<file path="src/hw/hyperbus_pkg.sv">
// HyperBus device-side definitions
// DQ byte type, command/address word layout and transfer sizes
// builder for the 48-bit command/address word

package hyperbus_pkg;

  typedef logic [7:0]  byte_t;
  typedef logic [47:0] ca_t;

  // ca bytes go out msb first
  localparam int CA_BYTES   = 6;
  localparam int WORD_BYTES = 4;

  // command bits at the top of the ca word
  localparam int CA_RW_BIT    = 47;
  localparam int CA_AS_BIT    = 46;
  localparam int CA_BURST_BIT = 45;

  // half-word address split into [44:16] upper and [2:0] column
  function automatic ca_t build_ca(input logic read, input logic [31:0] hw_addr);
    ca_t ca;
    ca = '0;
    ca[CA_RW_BIT]    = read;
    ca[CA_AS_BIT]    = 1'b0;
    ca[CA_BURST_BIT] = 1'b1;
    ca[44:16]        = hw_addr[31:3];
    ca[2:0]          = hw_addr[2:0];
    return ca;
  endfunction

endpackage

</file>
<file path="src/hw/hyper_pkg.sv">
// host-side types for the memory subsystem
// address, data and strobe widths seen by the AXI4-Lite ports
// AXI response codes used by the ports

package hyper_pkg;

  // byte address from the host
  typedef logic [31:0] addr_t;

  // one data word per access
  typedef logic [31:0] data_t;

  // one enable bit per data byte
  typedef logic [3:0] strb_t;

  // AXI response field
  typedef logic [1:0] resp_t;

  // only these two codes are ever returned
  localparam resp_t RESP_OKAY   = 2'b00;
  localparam resp_t RESP_SLVERR = 2'b10;

endpackage
</file>
<file path="src/hw/hyper_top.sv">
// HyperBus memory controller top level
// two AXI4-Lite host ports sharing one PHY via round-robin arbiter
`timescale 1ns/1ns

module hyper_top #(
  parameter int LATENCY_CK     = 6,
  parameter int MEM_ADDR_WIDTH = 12
) (
  input  logic                clk_i,
  input  logic                reset_i,
  input  logic                p0_awvalid_i,
  output logic                p0_awready_o,
  input  hyper_pkg::addr_t    p0_awaddr_i,
  input  logic                p0_wvalid_i,
  output logic                p0_wready_o,
  input  hyper_pkg::data_t    p0_wdata_i,
  input  hyper_pkg::strb_t    p0_wstrb_i,
  output logic                p0_bvalid_o,
  input  logic                p0_bready_i,
  output hyper_pkg::resp_t    p0_bresp_o,
  input  logic                p0_arvalid_i,
  output logic                p0_arready_o,
  input  hyper_pkg::addr_t    p0_araddr_i,
  output logic                p0_rvalid_o,
  input  logic                p0_rready_i,
  output hyper_pkg::data_t    p0_rdata_o,
  output hyper_pkg::resp_t    p0_rresp_o,
  input  logic                p1_awvalid_i,
  output logic                p1_awready_o,
  input  hyper_pkg::addr_t    p1_awaddr_i,
  input  logic                p1_wvalid_i,
  output logic                p1_wready_o,
  input  hyper_pkg::data_t    p1_wdata_i,
  input  hyper_pkg::strb_t    p1_wstrb_i,
  output logic                p1_bvalid_o,
  input  logic                p1_bready_i,
  output hyper_pkg::resp_t    p1_bresp_o,
  input  logic                p1_arvalid_i,
  output logic                p1_arready_o,
  input  hyper_pkg::addr_t    p1_araddr_i,
  output logic                p1_rvalid_o,
  input  logic                p1_rready_i,
  output hyper_pkg::data_t    p1_rdata_o,
  output hyper_pkg::resp_t    p1_rresp_o,
  output logic                hyper_cs_no_o,
  output logic                hyper_ck_o,
  output logic                hyper_ck_no_o,
  output logic                hyper_reset_no_o,
  output logic                hyper_rwds_o,
  input  logic                hyper_rwds_i,
  output logic                hyper_rwds_oe_o,
  output hyperbus_pkg::byte_t hyper_dq_o,
  input  hyperbus_pkg::byte_t hyper_dq_i,
  output logic                hyper_dq_oe_o
);

  // per-port requests into the arbiter
  logic [1:0]       req;
  logic [1:0]       we;
  logic [1:0]       done;
  hyper_pkg::addr_t addr  [1:0];
  hyper_pkg::data_t wdata [1:0];
  hyper_pkg::strb_t wstrb [1:0];

  logic             phy_req;
  logic             phy_we;
  logic             phy_done;
  hyper_pkg::addr_t phy_addr;
  hyper_pkg::data_t phy_wdata;
  hyper_pkg::strb_t phy_wstrb;
  hyper_pkg::data_t phy_rdata;

  hyper_axil_port #(
    .MEM_ADDR_WIDTH(MEM_ADDR_WIDTH)
  ) u_port0 (
    .clk_i(clk_i), .reset_i(reset_i),
    .s_awvalid_i(p0_awvalid_i), .s_awready_o(p0_awready_o), .s_awaddr_i(p0_awaddr_i),
    .s_wvalid_i(p0_wvalid_i), .s_wready_o(p0_wready_o),
    .s_wdata_i(p0_wdata_i), .s_wstrb_i(p0_wstrb_i),
    .s_bvalid_o(p0_bvalid_o), .s_bready_i(p0_bready_i), .s_bresp_o(p0_bresp_o),
    .s_arvalid_i(p0_arvalid_i), .s_arready_o(p0_arready_o), .s_araddr_i(p0_araddr_i),
    .s_rvalid_o(p0_rvalid_o), .s_rready_i(p0_rready_i),
    .s_rdata_o(p0_rdata_o), .s_rresp_o(p0_rresp_o),
    .req_o(req[0]), .we_o(we[0]), .addr_o(addr[0]),
    .wdata_o(wdata[0]), .wstrb_o(wstrb[0]),
    .done_i(done[0]), .rdata_i(phy_rdata)
  );

  hyper_axil_port #(
    .MEM_ADDR_WIDTH(MEM_ADDR_WIDTH)
  ) u_port1 (
    .clk_i(clk_i), .reset_i(reset_i),
    .s_awvalid_i(p1_awvalid_i), .s_awready_o(p1_awready_o), .s_awaddr_i(p1_awaddr_i),
    .s_wvalid_i(p1_wvalid_i), .s_wready_o(p1_wready_o),
    .s_wdata_i(p1_wdata_i), .s_wstrb_i(p1_wstrb_i),
    .s_bvalid_o(p1_bvalid_o), .s_bready_i(p1_bready_i), .s_bresp_o(p1_bresp_o),
    .s_arvalid_i(p1_arvalid_i), .s_arready_o(p1_arready_o), .s_araddr_i(p1_araddr_i),
    .s_rvalid_o(p1_rvalid_o), .s_rready_i(p1_rready_i),
    .s_rdata_o(p1_rdata_o), .s_rresp_o(p1_rresp_o),
    .req_o(req[1]), .we_o(we[1]), .addr_o(addr[1]),
    .wdata_o(wdata[1]), .wstrb_o(wstrb[1]),
    .done_i(done[1]), .rdata_i(phy_rdata)
  );

  hyper_arbiter u_arbiter (
    .clk_i(clk_i), .reset_i(reset_i),
    .req_i(req), .we_i(we), .addr_i(addr), .wdata_i(wdata), .wstrb_i(wstrb),
    .done_o(done),
    .phy_req_o(phy_req), .phy_we_o(phy_we), .phy_addr_o(phy_addr),
    .phy_wdata_o(phy_wdata), .phy_wstrb_o(phy_wstrb), .phy_done_i(phy_done)
  );

  hyper_phy #(
    .LATENCY_CK(LATENCY_CK)
  ) u_phy (
    .clk_i(clk_i), .reset_i(reset_i),
    .req_i(phy_req), .we_i(phy_we), .addr_i(phy_addr),
    .wdata_i(phy_wdata), .wstrb_i(phy_wstrb),
    .done_o(phy_done), .rdata_o(phy_rdata),
    .hyper_cs_no_o(hyper_cs_no_o), .hyper_ck_o(hyper_ck_o),
    .hyper_ck_no_o(hyper_ck_no_o), .hyper_reset_no_o(hyper_reset_no_o),
    .hyper_rwds_o(hyper_rwds_o), .hyper_rwds_i(hyper_rwds_i),
    .hyper_rwds_oe_o(hyper_rwds_oe_o),
    .hyper_dq_o(hyper_dq_o), .hyper_dq_i(hyper_dq_i), .hyper_dq_oe_o(hyper_dq_oe_o)
  );

endmodule

</file>
<file path="src/hw/hyper_phy.sv">
// HyperBus transaction engine for one 32-bit access
// command/address, fixed initial latency, data phase, chip select
// bus clock at half of clk_i, one DQ byte per clk_i cycle
`timescale 1ns/1ns

module hyper_phy #(
  parameter int LATENCY_CK = 6
) (
  input  logic                clk_i,
  input  logic                reset_i,
  input  logic                req_i,
  input  logic                we_i,
  input  hyper_pkg::addr_t    addr_i,
  input  hyper_pkg::data_t    wdata_i,
  input  hyper_pkg::strb_t    wstrb_i,
  output logic                done_o,
  output hyper_pkg::data_t    rdata_o,
  output logic                hyper_cs_no_o,
  output logic                hyper_ck_o,
  output logic                hyper_ck_no_o,
  output logic                hyper_reset_no_o,
  output logic                hyper_rwds_o,
  input  logic                hyper_rwds_i,
  output logic                hyper_rwds_oe_o,
  output hyperbus_pkg::byte_t hyper_dq_o,
  input  hyperbus_pkg::byte_t hyper_dq_i,
  output logic                hyper_dq_oe_o
);

  // one ck edge per clk_i cycle
  localparam int LAT_CYCLES = 2 * LATENCY_CK;
  localparam int CNT_W      = $clog2(LAT_CYCLES + hyperbus_pkg::CA_BYTES + 1);

  localparam logic [CNT_W-1:0] CA_LAST   = CNT_W'(hyperbus_pkg::CA_BYTES - 1);
  localparam logic [CNT_W-1:0] LAT_LAST  = CNT_W'(LAT_CYCLES - 1);
  localparam logic [CNT_W-1:0] DATA_LAST = CNT_W'(hyperbus_pkg::WORD_BYTES - 1);

  typedef enum logic [2:0] {ST_IDLE, ST_CA, ST_LATENCY, ST_DATA, ST_FINISH} state_e;

  state_e            state_q;
  logic [CNT_W-1:0]  cnt_q;
  logic              cs_n_q;
  logic              ck_q;
  logic              reset_n_q;
  logic              we_q;
  hyperbus_pkg::ca_t ca_q;
  hyper_pkg::data_t  wdata_q;
  hyper_pkg::strb_t  wstrb_q;
  hyper_pkg::data_t  rdata_q;
  logic              rwds_prev_q;
  logic              rd_strobe;
  logic [1:0]        byte_idx;

  assign byte_idx  = cnt_q[1:0];
  // every rwds transition marks a new read byte
  assign rd_strobe = (hyper_rwds_i != rwds_prev_q);

  always_ff @(posedge clk_i) begin
    if (reset_i) begin
      state_q <= ST_IDLE;
      cnt_q   <= '0;
      cs_n_q  <= 1'b1;
    end else begin
      case (state_q)
        ST_IDLE: begin
          if (req_i) begin
            state_q <= ST_CA;
            cnt_q   <= '0;
            cs_n_q  <= 1'b0;
          end
        end
        ST_CA: begin
          if (cnt_q == CA_LAST) begin
            state_q <= ST_LATENCY;
            cnt_q   <= '0;
          end else begin
            cnt_q <= cnt_q + 1'b1;
          end
        end
        ST_LATENCY: begin
          if (cnt_q == LAT_LAST) begin
            state_q <= ST_DATA;
            cnt_q   <= '0;
          end else begin
            cnt_q <= cnt_q + 1'b1;
          end
        end
        ST_DATA: begin
          // writes move a byte each cycle, reads wait for rwds
          if (we_q || rd_strobe) begin
            cnt_q <= cnt_q + 1'b1;
            if (cnt_q == DATA_LAST) begin
              state_q <= ST_FINISH;
              cs_n_q  <= 1'b1;
            end
          end
        end
        ST_FINISH: state_q <= ST_IDLE;
        default:   state_q <= ST_IDLE;
      endcase
    end
  end

  always_ff @(posedge clk_i) begin
    if (state_q == ST_IDLE && req_i) begin
      we_q    <= we_i;
      wdata_q <= wdata_i;
      wstrb_q <= wstrb_i;
      // device addresses half-words
      ca_q    <= hyperbus_pkg::build_ca(!we_i, addr_i >> 1);
    end else if (state_q == ST_CA) begin
      ca_q <= ca_q << 8;
    end
    // read strobe starts low
    if (state_q == ST_LATENCY) begin
      rwds_prev_q <= 1'b0;
    end else if (state_q == ST_DATA) begin
      rwds_prev_q <= hyper_rwds_i;
    end
    if (state_q == ST_DATA && !we_q && rd_strobe) begin
      rdata_q[byte_idx*8 +: 8] <= hyper_dq_i;
    end
  end

  // ck edges centred in each byte, idle high
  always_ff @(negedge clk_i) begin
    if (reset_i || cs_n_q) begin
      ck_q <= 1'b1;
    end else begin
      ck_q <= !ck_q;
    end
  end

  always_ff @(posedge clk_i) begin
    reset_n_q <= !reset_i;
  end

  assign hyper_cs_no_o    = cs_n_q;
  assign hyper_ck_o       = ck_q;
  assign hyper_ck_no_o    = !ck_q;
  assign hyper_reset_no_o = reset_n_q;

  // little-endian data, byte 0 first
  assign hyper_dq_o      = (state_q == ST_CA) ? ca_q[47:40] : wdata_q[byte_idx*8 +: 8];
  assign hyper_dq_oe_o   = (state_q == ST_CA) || (state_q == ST_DATA && we_q);
  // rwds high masks the byte
  assign hyper_rwds_o    = (state_q == ST_DATA) && we_q && !wstrb_q[byte_idx];
  assign hyper_rwds_oe_o = (state_q == ST_DATA) && we_q;

  assign done_o  = (state_q == ST_FINISH);
  assign rdata_o = rdata_q;

  a_dq_oe_cs: assert property (@(posedge clk_i) disable iff (reset_i)
    hyper_dq_oe_o |-> !hyper_cs_no_o);

endmodule

</file>
<file path="src/hw/hyper_arbiter.sv">
// round-robin arbiter between two host ports
// grant held for a whole PHY transaction
// completion routed back to the granted port only
`timescale 1ns/1ns

module hyper_arbiter (
  input  logic             clk_i,
  input  logic             reset_i,
  input  logic [1:0]       req_i,
  input  logic [1:0]       we_i,
  input  hyper_pkg::addr_t addr_i  [1:0],
  input  hyper_pkg::data_t wdata_i [1:0],
  input  hyper_pkg::strb_t wstrb_i [1:0],
  output logic [1:0]       done_o,
  output logic             phy_req_o,
  output logic             phy_we_o,
  output hyper_pkg::addr_t phy_addr_o,
  output hyper_pkg::data_t phy_wdata_o,
  output hyper_pkg::strb_t phy_wstrb_o,
  input  logic             phy_done_i
);

  logic       busy_q;
  logic       last_q;
  logic       other;
  logic [1:0] grant_q;
  logic [1:0] grant_pick;
  logic [1:0] grant;
  logic       sel;

  // the port not served last goes first
  assign other = !last_q;

  always_comb begin
    grant_pick = 2'b00;
    if (req_i[other]) begin
      grant_pick[other] = 1'b1;
    end else if (req_i[last_q]) begin
      grant_pick[last_q] = 1'b1;
    end
  end

  assign grant = busy_q ? grant_q : grant_pick;
  assign sel   = grant[1];

  assign phy_req_o   = |(grant & req_i);
  assign phy_we_o    = we_i[sel];
  assign phy_addr_o  = addr_i[sel];
  assign phy_wdata_o = wdata_i[sel];
  assign phy_wstrb_o = wstrb_i[sel];
  assign done_o      = grant & {2{phy_done_i}};

  always_ff @(posedge clk_i) begin
    if (reset_i) begin
      busy_q  <= 1'b0;
      last_q  <= 1'b1;
      grant_q <= 2'b00;
    end else if (!busy_q && |grant_pick) begin
      busy_q  <= 1'b1;
      grant_q <= grant_pick;
    end else if (busy_q && phy_done_i) begin
      busy_q  <= 1'b0;
      last_q  <= sel;
      grant_q <= 2'b00;
    end
  end

  a_grant_onehot: assert property (@(posedge clk_i) disable iff (reset_i) $onehot0(grant));
  a_grant_stable: assert property (@(posedge clk_i) disable iff (reset_i)
    busy_q && !phy_done_i |=> $stable(grant));

endmodule

</file>
<file path="src/hw/hyper_axil_port.sv">
// AXI4-Lite slave port for single-beat 32-bit accesses
// turns one read or write into a memory request
// range check against the device size, SLVERR without a bus access
`timescale 1ns/1ns

module hyper_axil_port #(
  parameter int MEM_ADDR_WIDTH = 12
) (
  input  logic             clk_i,
  input  logic             reset_i,
  input  logic             s_awvalid_i,
  output logic             s_awready_o,
  input  hyper_pkg::addr_t s_awaddr_i,
  input  logic             s_wvalid_i,
  output logic             s_wready_o,
  input  hyper_pkg::data_t s_wdata_i,
  input  hyper_pkg::strb_t s_wstrb_i,
  output logic             s_bvalid_o,
  input  logic             s_bready_i,
  output hyper_pkg::resp_t s_bresp_o,
  input  logic             s_arvalid_i,
  output logic             s_arready_o,
  input  hyper_pkg::addr_t s_araddr_i,
  output logic             s_rvalid_o,
  input  logic             s_rready_i,
  output hyper_pkg::data_t s_rdata_o,
  output hyper_pkg::resp_t s_rresp_o,
  output logic             req_o,
  output logic             we_o,
  output hyper_pkg::addr_t addr_o,
  output hyper_pkg::data_t wdata_o,
  output hyper_pkg::strb_t wstrb_o,
  input  logic             done_i,
  input  hyper_pkg::data_t rdata_i
);

  typedef enum logic [1:0] {ST_IDLE, ST_REQUEST, ST_RESPOND} state_e;

  state_e           state_q;
  logic             rd_hs;
  logic             wr_hs;
  logic             resp_hs;
  logic             in_range;
  hyper_pkg::addr_t acc_addr;
  logic             we_q;
  hyper_pkg::addr_t addr_q;
  hyper_pkg::data_t wdata_q;
  hyper_pkg::strb_t wstrb_q;
  hyper_pkg::data_t rdata_q;
  hyper_pkg::resp_t resp_q;

  // reads win over writes in the same idle cycle
  assign s_arready_o = (state_q == ST_IDLE) && s_arvalid_i;
  assign s_awready_o = (state_q == ST_IDLE) && !s_arvalid_i && s_awvalid_i && s_wvalid_i;
  assign s_wready_o  = s_awready_o;
  assign rd_hs       = s_arready_o;
  assign wr_hs       = s_awready_o;

  assign acc_addr = rd_hs ? s_araddr_i : s_awaddr_i;
  assign in_range = (acc_addr >> MEM_ADDR_WIDTH) == '0;

  assign s_bvalid_o = (state_q == ST_RESPOND) && we_q;
  assign s_rvalid_o = (state_q == ST_RESPOND) && !we_q;
  assign s_bresp_o  = resp_q;
  assign s_rresp_o  = resp_q;
  assign s_rdata_o  = rdata_q;
  assign resp_hs    = (s_bvalid_o && s_bready_i) || (s_rvalid_o && s_rready_i);

  assign req_o   = (state_q == ST_REQUEST);
  assign we_o    = we_q;
  // word aligned towards the memory
  assign addr_o  = {addr_q[31:2], 2'b00};
  assign wdata_o = wdata_q;
  assign wstrb_o = wstrb_q;

  always_ff @(posedge clk_i) begin
    if (reset_i) begin
      state_q <= ST_IDLE;
    end else begin
      case (state_q)
        ST_IDLE: begin
          // out-of-range goes straight to the response
          if (rd_hs || wr_hs) begin
            state_q <= in_range ? ST_REQUEST : ST_RESPOND;
          end
        end
        ST_REQUEST: begin
          if (done_i) begin
            state_q <= ST_RESPOND;
          end
        end
        ST_RESPOND: begin
          if (resp_hs) begin
            state_q <= ST_IDLE;
          end
        end
        default: state_q <= ST_IDLE;
      endcase
    end
  end

  always_ff @(posedge clk_i) begin
    if (rd_hs || wr_hs) begin
      we_q    <= wr_hs;
      addr_q  <= acc_addr;
      wdata_q <= s_wdata_i;
      wstrb_q <= s_wstrb_i;
      rdata_q <= '0;
      resp_q  <= in_range ? hyper_pkg::RESP_OKAY : hyper_pkg::RESP_SLVERR;
    end
    if (state_q == ST_REQUEST && done_i && !we_q) begin
      rdata_q <= rdata_i;
    end
  end

  // responses held under back-pressure
  a_bvalid_hold: assert property (@(posedge clk_i) disable iff (reset_i)
    s_bvalid_o && !s_bready_i |=> s_bvalid_o && $stable(s_bresp_o));
  a_rvalid_hold: assert property (@(posedge clk_i) disable iff (reset_i)
    s_rvalid_o && !s_rready_i |=> s_rvalid_o && $stable(s_rdata_o) && $stable(s_rresp_o));

endmodule

</file>
<file path="config.mk">
export PLATFORM = sky130hd
export DESIGN_NAME = hyper_top
export DESIGN_NICKNAME = d
export VERILOG_FILES = /design/src/hw/hyperbus_pkg.sv /design/src/hw/hyper_pkg.sv /design/src/hw/hyper_top.sv /design/src/hw/hyper_phy.sv /design/src/hw/hyper_arbiter.sv /design/src/hw/hyper_axil_port.sv
export SDC_FILE = /design/constraint.sdc
export NUM_CORES = 1
export LEC_CHECK = 0
export BUFFER_PORTS_ARGS = -buffer_cell sky130_fd_sc_hd__buf_2
export CAP_MARGIN = 20
export CORE_ASPECT_RATIO = 1.25
export CORE_MARGIN = 8
export CORE_UTILIZATION = 35
export DETAILED_ROUTE_END_ITERATION = 12
export GPL_TIMING_DRIVEN = 0
export HOLD_SLACK_MARGIN = 0.08
export SETUP_SLACK_MARGIN = 0.3
export SLEW_MARGIN = 20
export SYNTH_ARGS = -nofsm -noshare
export SYNTH_HDL_FRONTEND = slang
export SYNTH_SLANG_ARGS = --single-unit
</file>
<file path="constraint.sdc">
create_clock -name clk_i -period 3.5 [get_ports clk_i]
set_input_delay 0.175 -clock clk_i [delete_from_list [all_inputs] [get_ports clk_i]]
set_output_delay 0.175 -clock clk_i [all_outputs]
set_load 0.005 [all_outputs]
</file>
Word level (Yosys, flattened, before mapping)
Index checks and enable logic that the tools add are counted.
{"block": "totals", "reg_bits": 333, "input_bits": 221, "out_inout_bits": 97, "wordCells": 194}
{"block": "classes", "n_addsub": 2, "n_lt_le_gt_ge": 6, "eq_ne": 23, "shift": 3, "n_mux": 62, "n_bitwise": 3, "n_reduce_logical": 66}
{"op": "32-bit 2-to-1 mux", "n": 10}
{"op": "48-bit 2-to-1 mux", "n": 2}
{"op": "32-bit logical NOT", "n": 2}
{"op": "5-bit negation with 34-bit output", "n": 1}
{"op": "8-bit by 34-bit variable shift with 32-bit output (first input constant)", "n": 1}
{"op": "8-bit by 34-bit variable part select with 32-bit output", "n": 1}
{"op": "32-bit bitwise mux", "n": 1}
{"op": "32-bit by 6-bit variable part select with 8-bit output", "n": 1}
{"op": "2-bit 2-to-1 mux", "n": 15}
{"op": "1-bit logical AND", "n": 29}
{"op": "5-bit 2-to-1 mux", "n": 4}
{"op": "5-bit one-hot mux with 4 select lines", "n": 1}
{"op": "3-bit 2-to-1 mux", "n": 5}
{"op": "1-bit 2-to-1 mux", "n": 14}
{"op": "2-bit by 1-bit inequality test with 1-bit output (second input constant)", "n": 7}
{"op": "2-bit one-hot mux with 3 select lines", "n": 2}
{"op": "3-bit one-hot mux with 4 select lines", "n": 1}
{"op": "1-bit logical NOT", "n": 11}
{"op": "2-bit nonzero test", "n": 5}
{"op": "3-bit AND reduction", "n": 3}
{"op": "4-bit 2-to-1 mux", "n": 2}
{"op": "8-bit 2-to-1 mux", "n": 1}
{"op": "2-bit inequality test (second input constant)", "n": 4}
{"op": "1-bit logical OR", "n": 7}
{"op": "25 further kinds", "n": 35}

Depth between registers and ports, before layout
{"block": "logic_depth", "ltp_word": 11, "mapped_depth": 8, "mapped_depth_nobuf": 7}

Modules after synthesis
Synthesis repeated with hierarchy kept, for this count alone.
{"block": "unflattened", "hier_cells": 876, "hier_area_um2": 13845.8}
{"module": "hyper_axil_port", "instances": 2, "cells_each": 214, "area_each_um2": 3918.8}
{"module": "hyper_phy", "instances": 1, "cells_each": 344, "area_each_um2": 4927.2}
{"module": "hyper_arbiter", "instances": 1, "cells_each": 104, "area_each_um2": 1081.0}

==> flow_summary.toml <==
[outcome]
outcome = "completed"

[placed_design]
place_hpwl_um = 26200
numPortBuffers = 305
placed_cells = 1766
dpl_worst_slack_ns = 0.474
place_congestion = 0.816

[cells_and_area]
fin_nets = 1748
area.growth.synth_to_final_pct = 40.7
drive_above_1_share_pct = 30.4
mostFrequentLayoutCell = "buf_2"
final_cell_mix = "314 x buf_2, 300 x edfxtp_1, 209 x dlygate4sd3_1"
stdcell_count = 2044
utilization_pct = 49.9

[worst_setup_path]
arrival_ns = 2.79
crit_path_cell_trace = "inv_1 -> buf_2"
cp_slowest_stage_delay_ns = 0.31
crit_fanout = 2
critPathRequiredTime_ns = 3.32
path_class = "reg2out"
crit_path_end_kind = "output pin"
critPathLaunchType = "flop"
slowest_stage = "dfxtp_1"

[logic_synthesis]
synth.distinct_cells = 58
avgSynthCellArea_um2 = 14.0
synth.top_cell.area_share_pct = 66.7
synth-edff-count = 300
ys_warn_count = 0
synth-seq-cells = 325
synth_ff_type = "edfxtp_1"
ys_seq_area_share_pct = 70.4
async_flop_share_pct = 0
synth_top_cell_by_area = "edfxtp_1"
syn-cell-area_um2 = 13500
netlist_instances = 963
ys_top_cells_by_area = "edfxtp_1 67%, nand2_1 5.6%, mux2_2 5.1%"

[die]
core_area_um2 = 38100
die_w_um = 192
fp.dieH_um = 236
num_rows = 80
io_pins = 318
die-area_um2 = 45200
start_util_pct = 35.4

[timing]
finalSetupViolations = 0
worst_slew_pin_slew_ns = 0.830
relSlewSlack_pct = 43.9
fin_worst_skew_ns = 0.0563
rsz0062_at_grt = "false"
hold_viol = 0
worst_slack_ns = 0.535
tns_ns = 0
slew_viol_final = 0

[power]
p_int_mw = 7.17
total_power_mw = 9.11
clkPwrFrac_pct = 40.5
power_density_nw_per_um2 = 479
power_switching_mw = 1.95
leakage_nw = 7.38
swShare_pct = 21.3
p_comb_share_pct = 9.4
peakVddDrop_mv = 0.368
seqPwrFrac_pct = 50.1

[clock_tree]
cts-root-buf = "clkbuf_16"
cts-buffers-inserted = 36
clk_pin_slew_ns = 0.06
worstSkewPairLatency_ns = 0.56
htreeDepth = 2
clock-sinks = 325
clk_path_buf_depth = 3
cts_tree = "done"

[grt]
first_global_vias = 10616
antenna_found_initial = 4
grt_usage_pct = 16.3
grt_max_degree = 48
grt_first_pass_wirelength_um = 57700
gr-total-overflow = 0

[detailed_routing]
first_pass_iters = 5
routed_wl_um = 38000
wire_per_inst_um = 18.6
drt_iter0_drc = 377
drc_errors = 0
ant_nets = 0
vias_per_cell = 4.71
num_vias = 9631

[flow_run]
maxCapViolCount = 0

[worst_hold_path]
hp-class = "in2reg"
-- synthesized netlist by cell type, drive strengths merged (4+ instances only) --
cell type / instances
nor3: 6
nor3b: 10
nor4: 23
ha: 6
clkbuf: 28
nor2: 11
mux2i: 22
o21ai: 26
and2: 102
mux4: 9
a21oi: 28
nor2b: 4
edfxtp: 300
nand3: 11
buf: 23
or2: 4
mux2: 61
inv: 14
dfxtp: 25
nand2: 201
-- layer usage --
layer	vias to the layer above	track usage, %	wire (µm)
met5	-	0	0
li1	4629	-	-
met1	4601	17.7	14400
met2	326	29.9	20000
met3	75	4.09	2540
met4	0	5.96	1110
-- state kept, by name, summed over array words and instances (netlist names), 2 cells and up --
register / flops
u_arbiter.grant_q: 2
u_phy.state_q: 3
u_phy.ca_q: 36
u_port1.wstrb_o: 4
u_port0.wstrb_o: 4
u_port0.state_q: 2
u_phy.rdata_o: 32
u_port0.addr_q: 30
u_port1.wdata_o: 32
u_phy.wdata_q: 32
u_port1.state_q: 2
u_port1.addr_q: 30
u_port1.s_rdata_o: 32
u_phy.wstrb_q: 4
u_phy.cnt_q: 5
u_port0.wdata_o: 32
u_port0.s_rdata_o: 32
-- cell families after synthesis --
| kind of cell | synth area share [%] |
|---|---|
| buffers and inverters | 2.36 |
| and+or+nand+nor | 14.6 |
| adders and majority gates | 0.555 |
| muxes | 8.21 |
| xor gates and xnor gates | 0.0648 |
| DFF | 70.4 |
| other | 0.0277 |
| AOI/OAI and AO/OA | 3.83 |
-- worst paths after layout --
| kind | from | endpoint | slack (ns) | cells past startpoint |
|---|---|---|---|---|
| max reg2reg | u_port1.state_q[0] | u_port1.addr_q[5] | 0.59 | 5 |
| min reg2reg | u_phy.ca_q[44] | u_phy.ca_q[44] | 0.46 | 2 |
| max | u_phy.hyper_ck_o | hyper_ck_no_o | 0.53 | 2 |
| min | p0_wvalid_i | u_port0.we_o | 0.11 | 3 |
-- timing repair --
| action | in CTS | in global routing |
|---|---|---|
| setup buffers | 0 | 0 |
| endpoints found under the setup margin | 0 | 11 |
| resized for setup | 0 | 2 |
| endpoints found under the hold margin | 172 | 0 |
| hold buffers | 209 | 0 |
-- area by class of cell --
class                   instances  area [µm²]
diodes                          4        10.0
plain buffers                  51         267
flip-flops and latches        325        9510
multi-input cells             576        3710
clock buffers                  47         972
fillers                      3317       19100
repair buffers                517        3690
inverters                      13        48.8
well taps                     492         616
clock inverters                19         190
-- through the flow --
step	hold slack, ns	area (µm²)
after CTS	0.0921	19000
after global placement	0.354	15700
after detailed placement	0.353	15800
after global routing	0.116	19000
final	0.109	19000
after floorplan	0.274	13500
-- power by group through the flow --
stage          logic [mW]  registers (mW)  clock network (mW)
2_1_floorplan       0.270            4.64             0.00358
3_3_place_gp        0.595            4.65             0.00358
3_5_place_dp        0.622            4.65             0.00358
4_1_cts             0.852            4.57                3.77
5_1_grt             0.920            4.59                3.93
6_report            0.854            4.57                3.69
-- critical path, delay by kind of cell, from the launching register on --
family	cells	cell delay [ns]
flops	1	0.31
buf+inv	2	0.17
(Power assumes the default switching activity.)
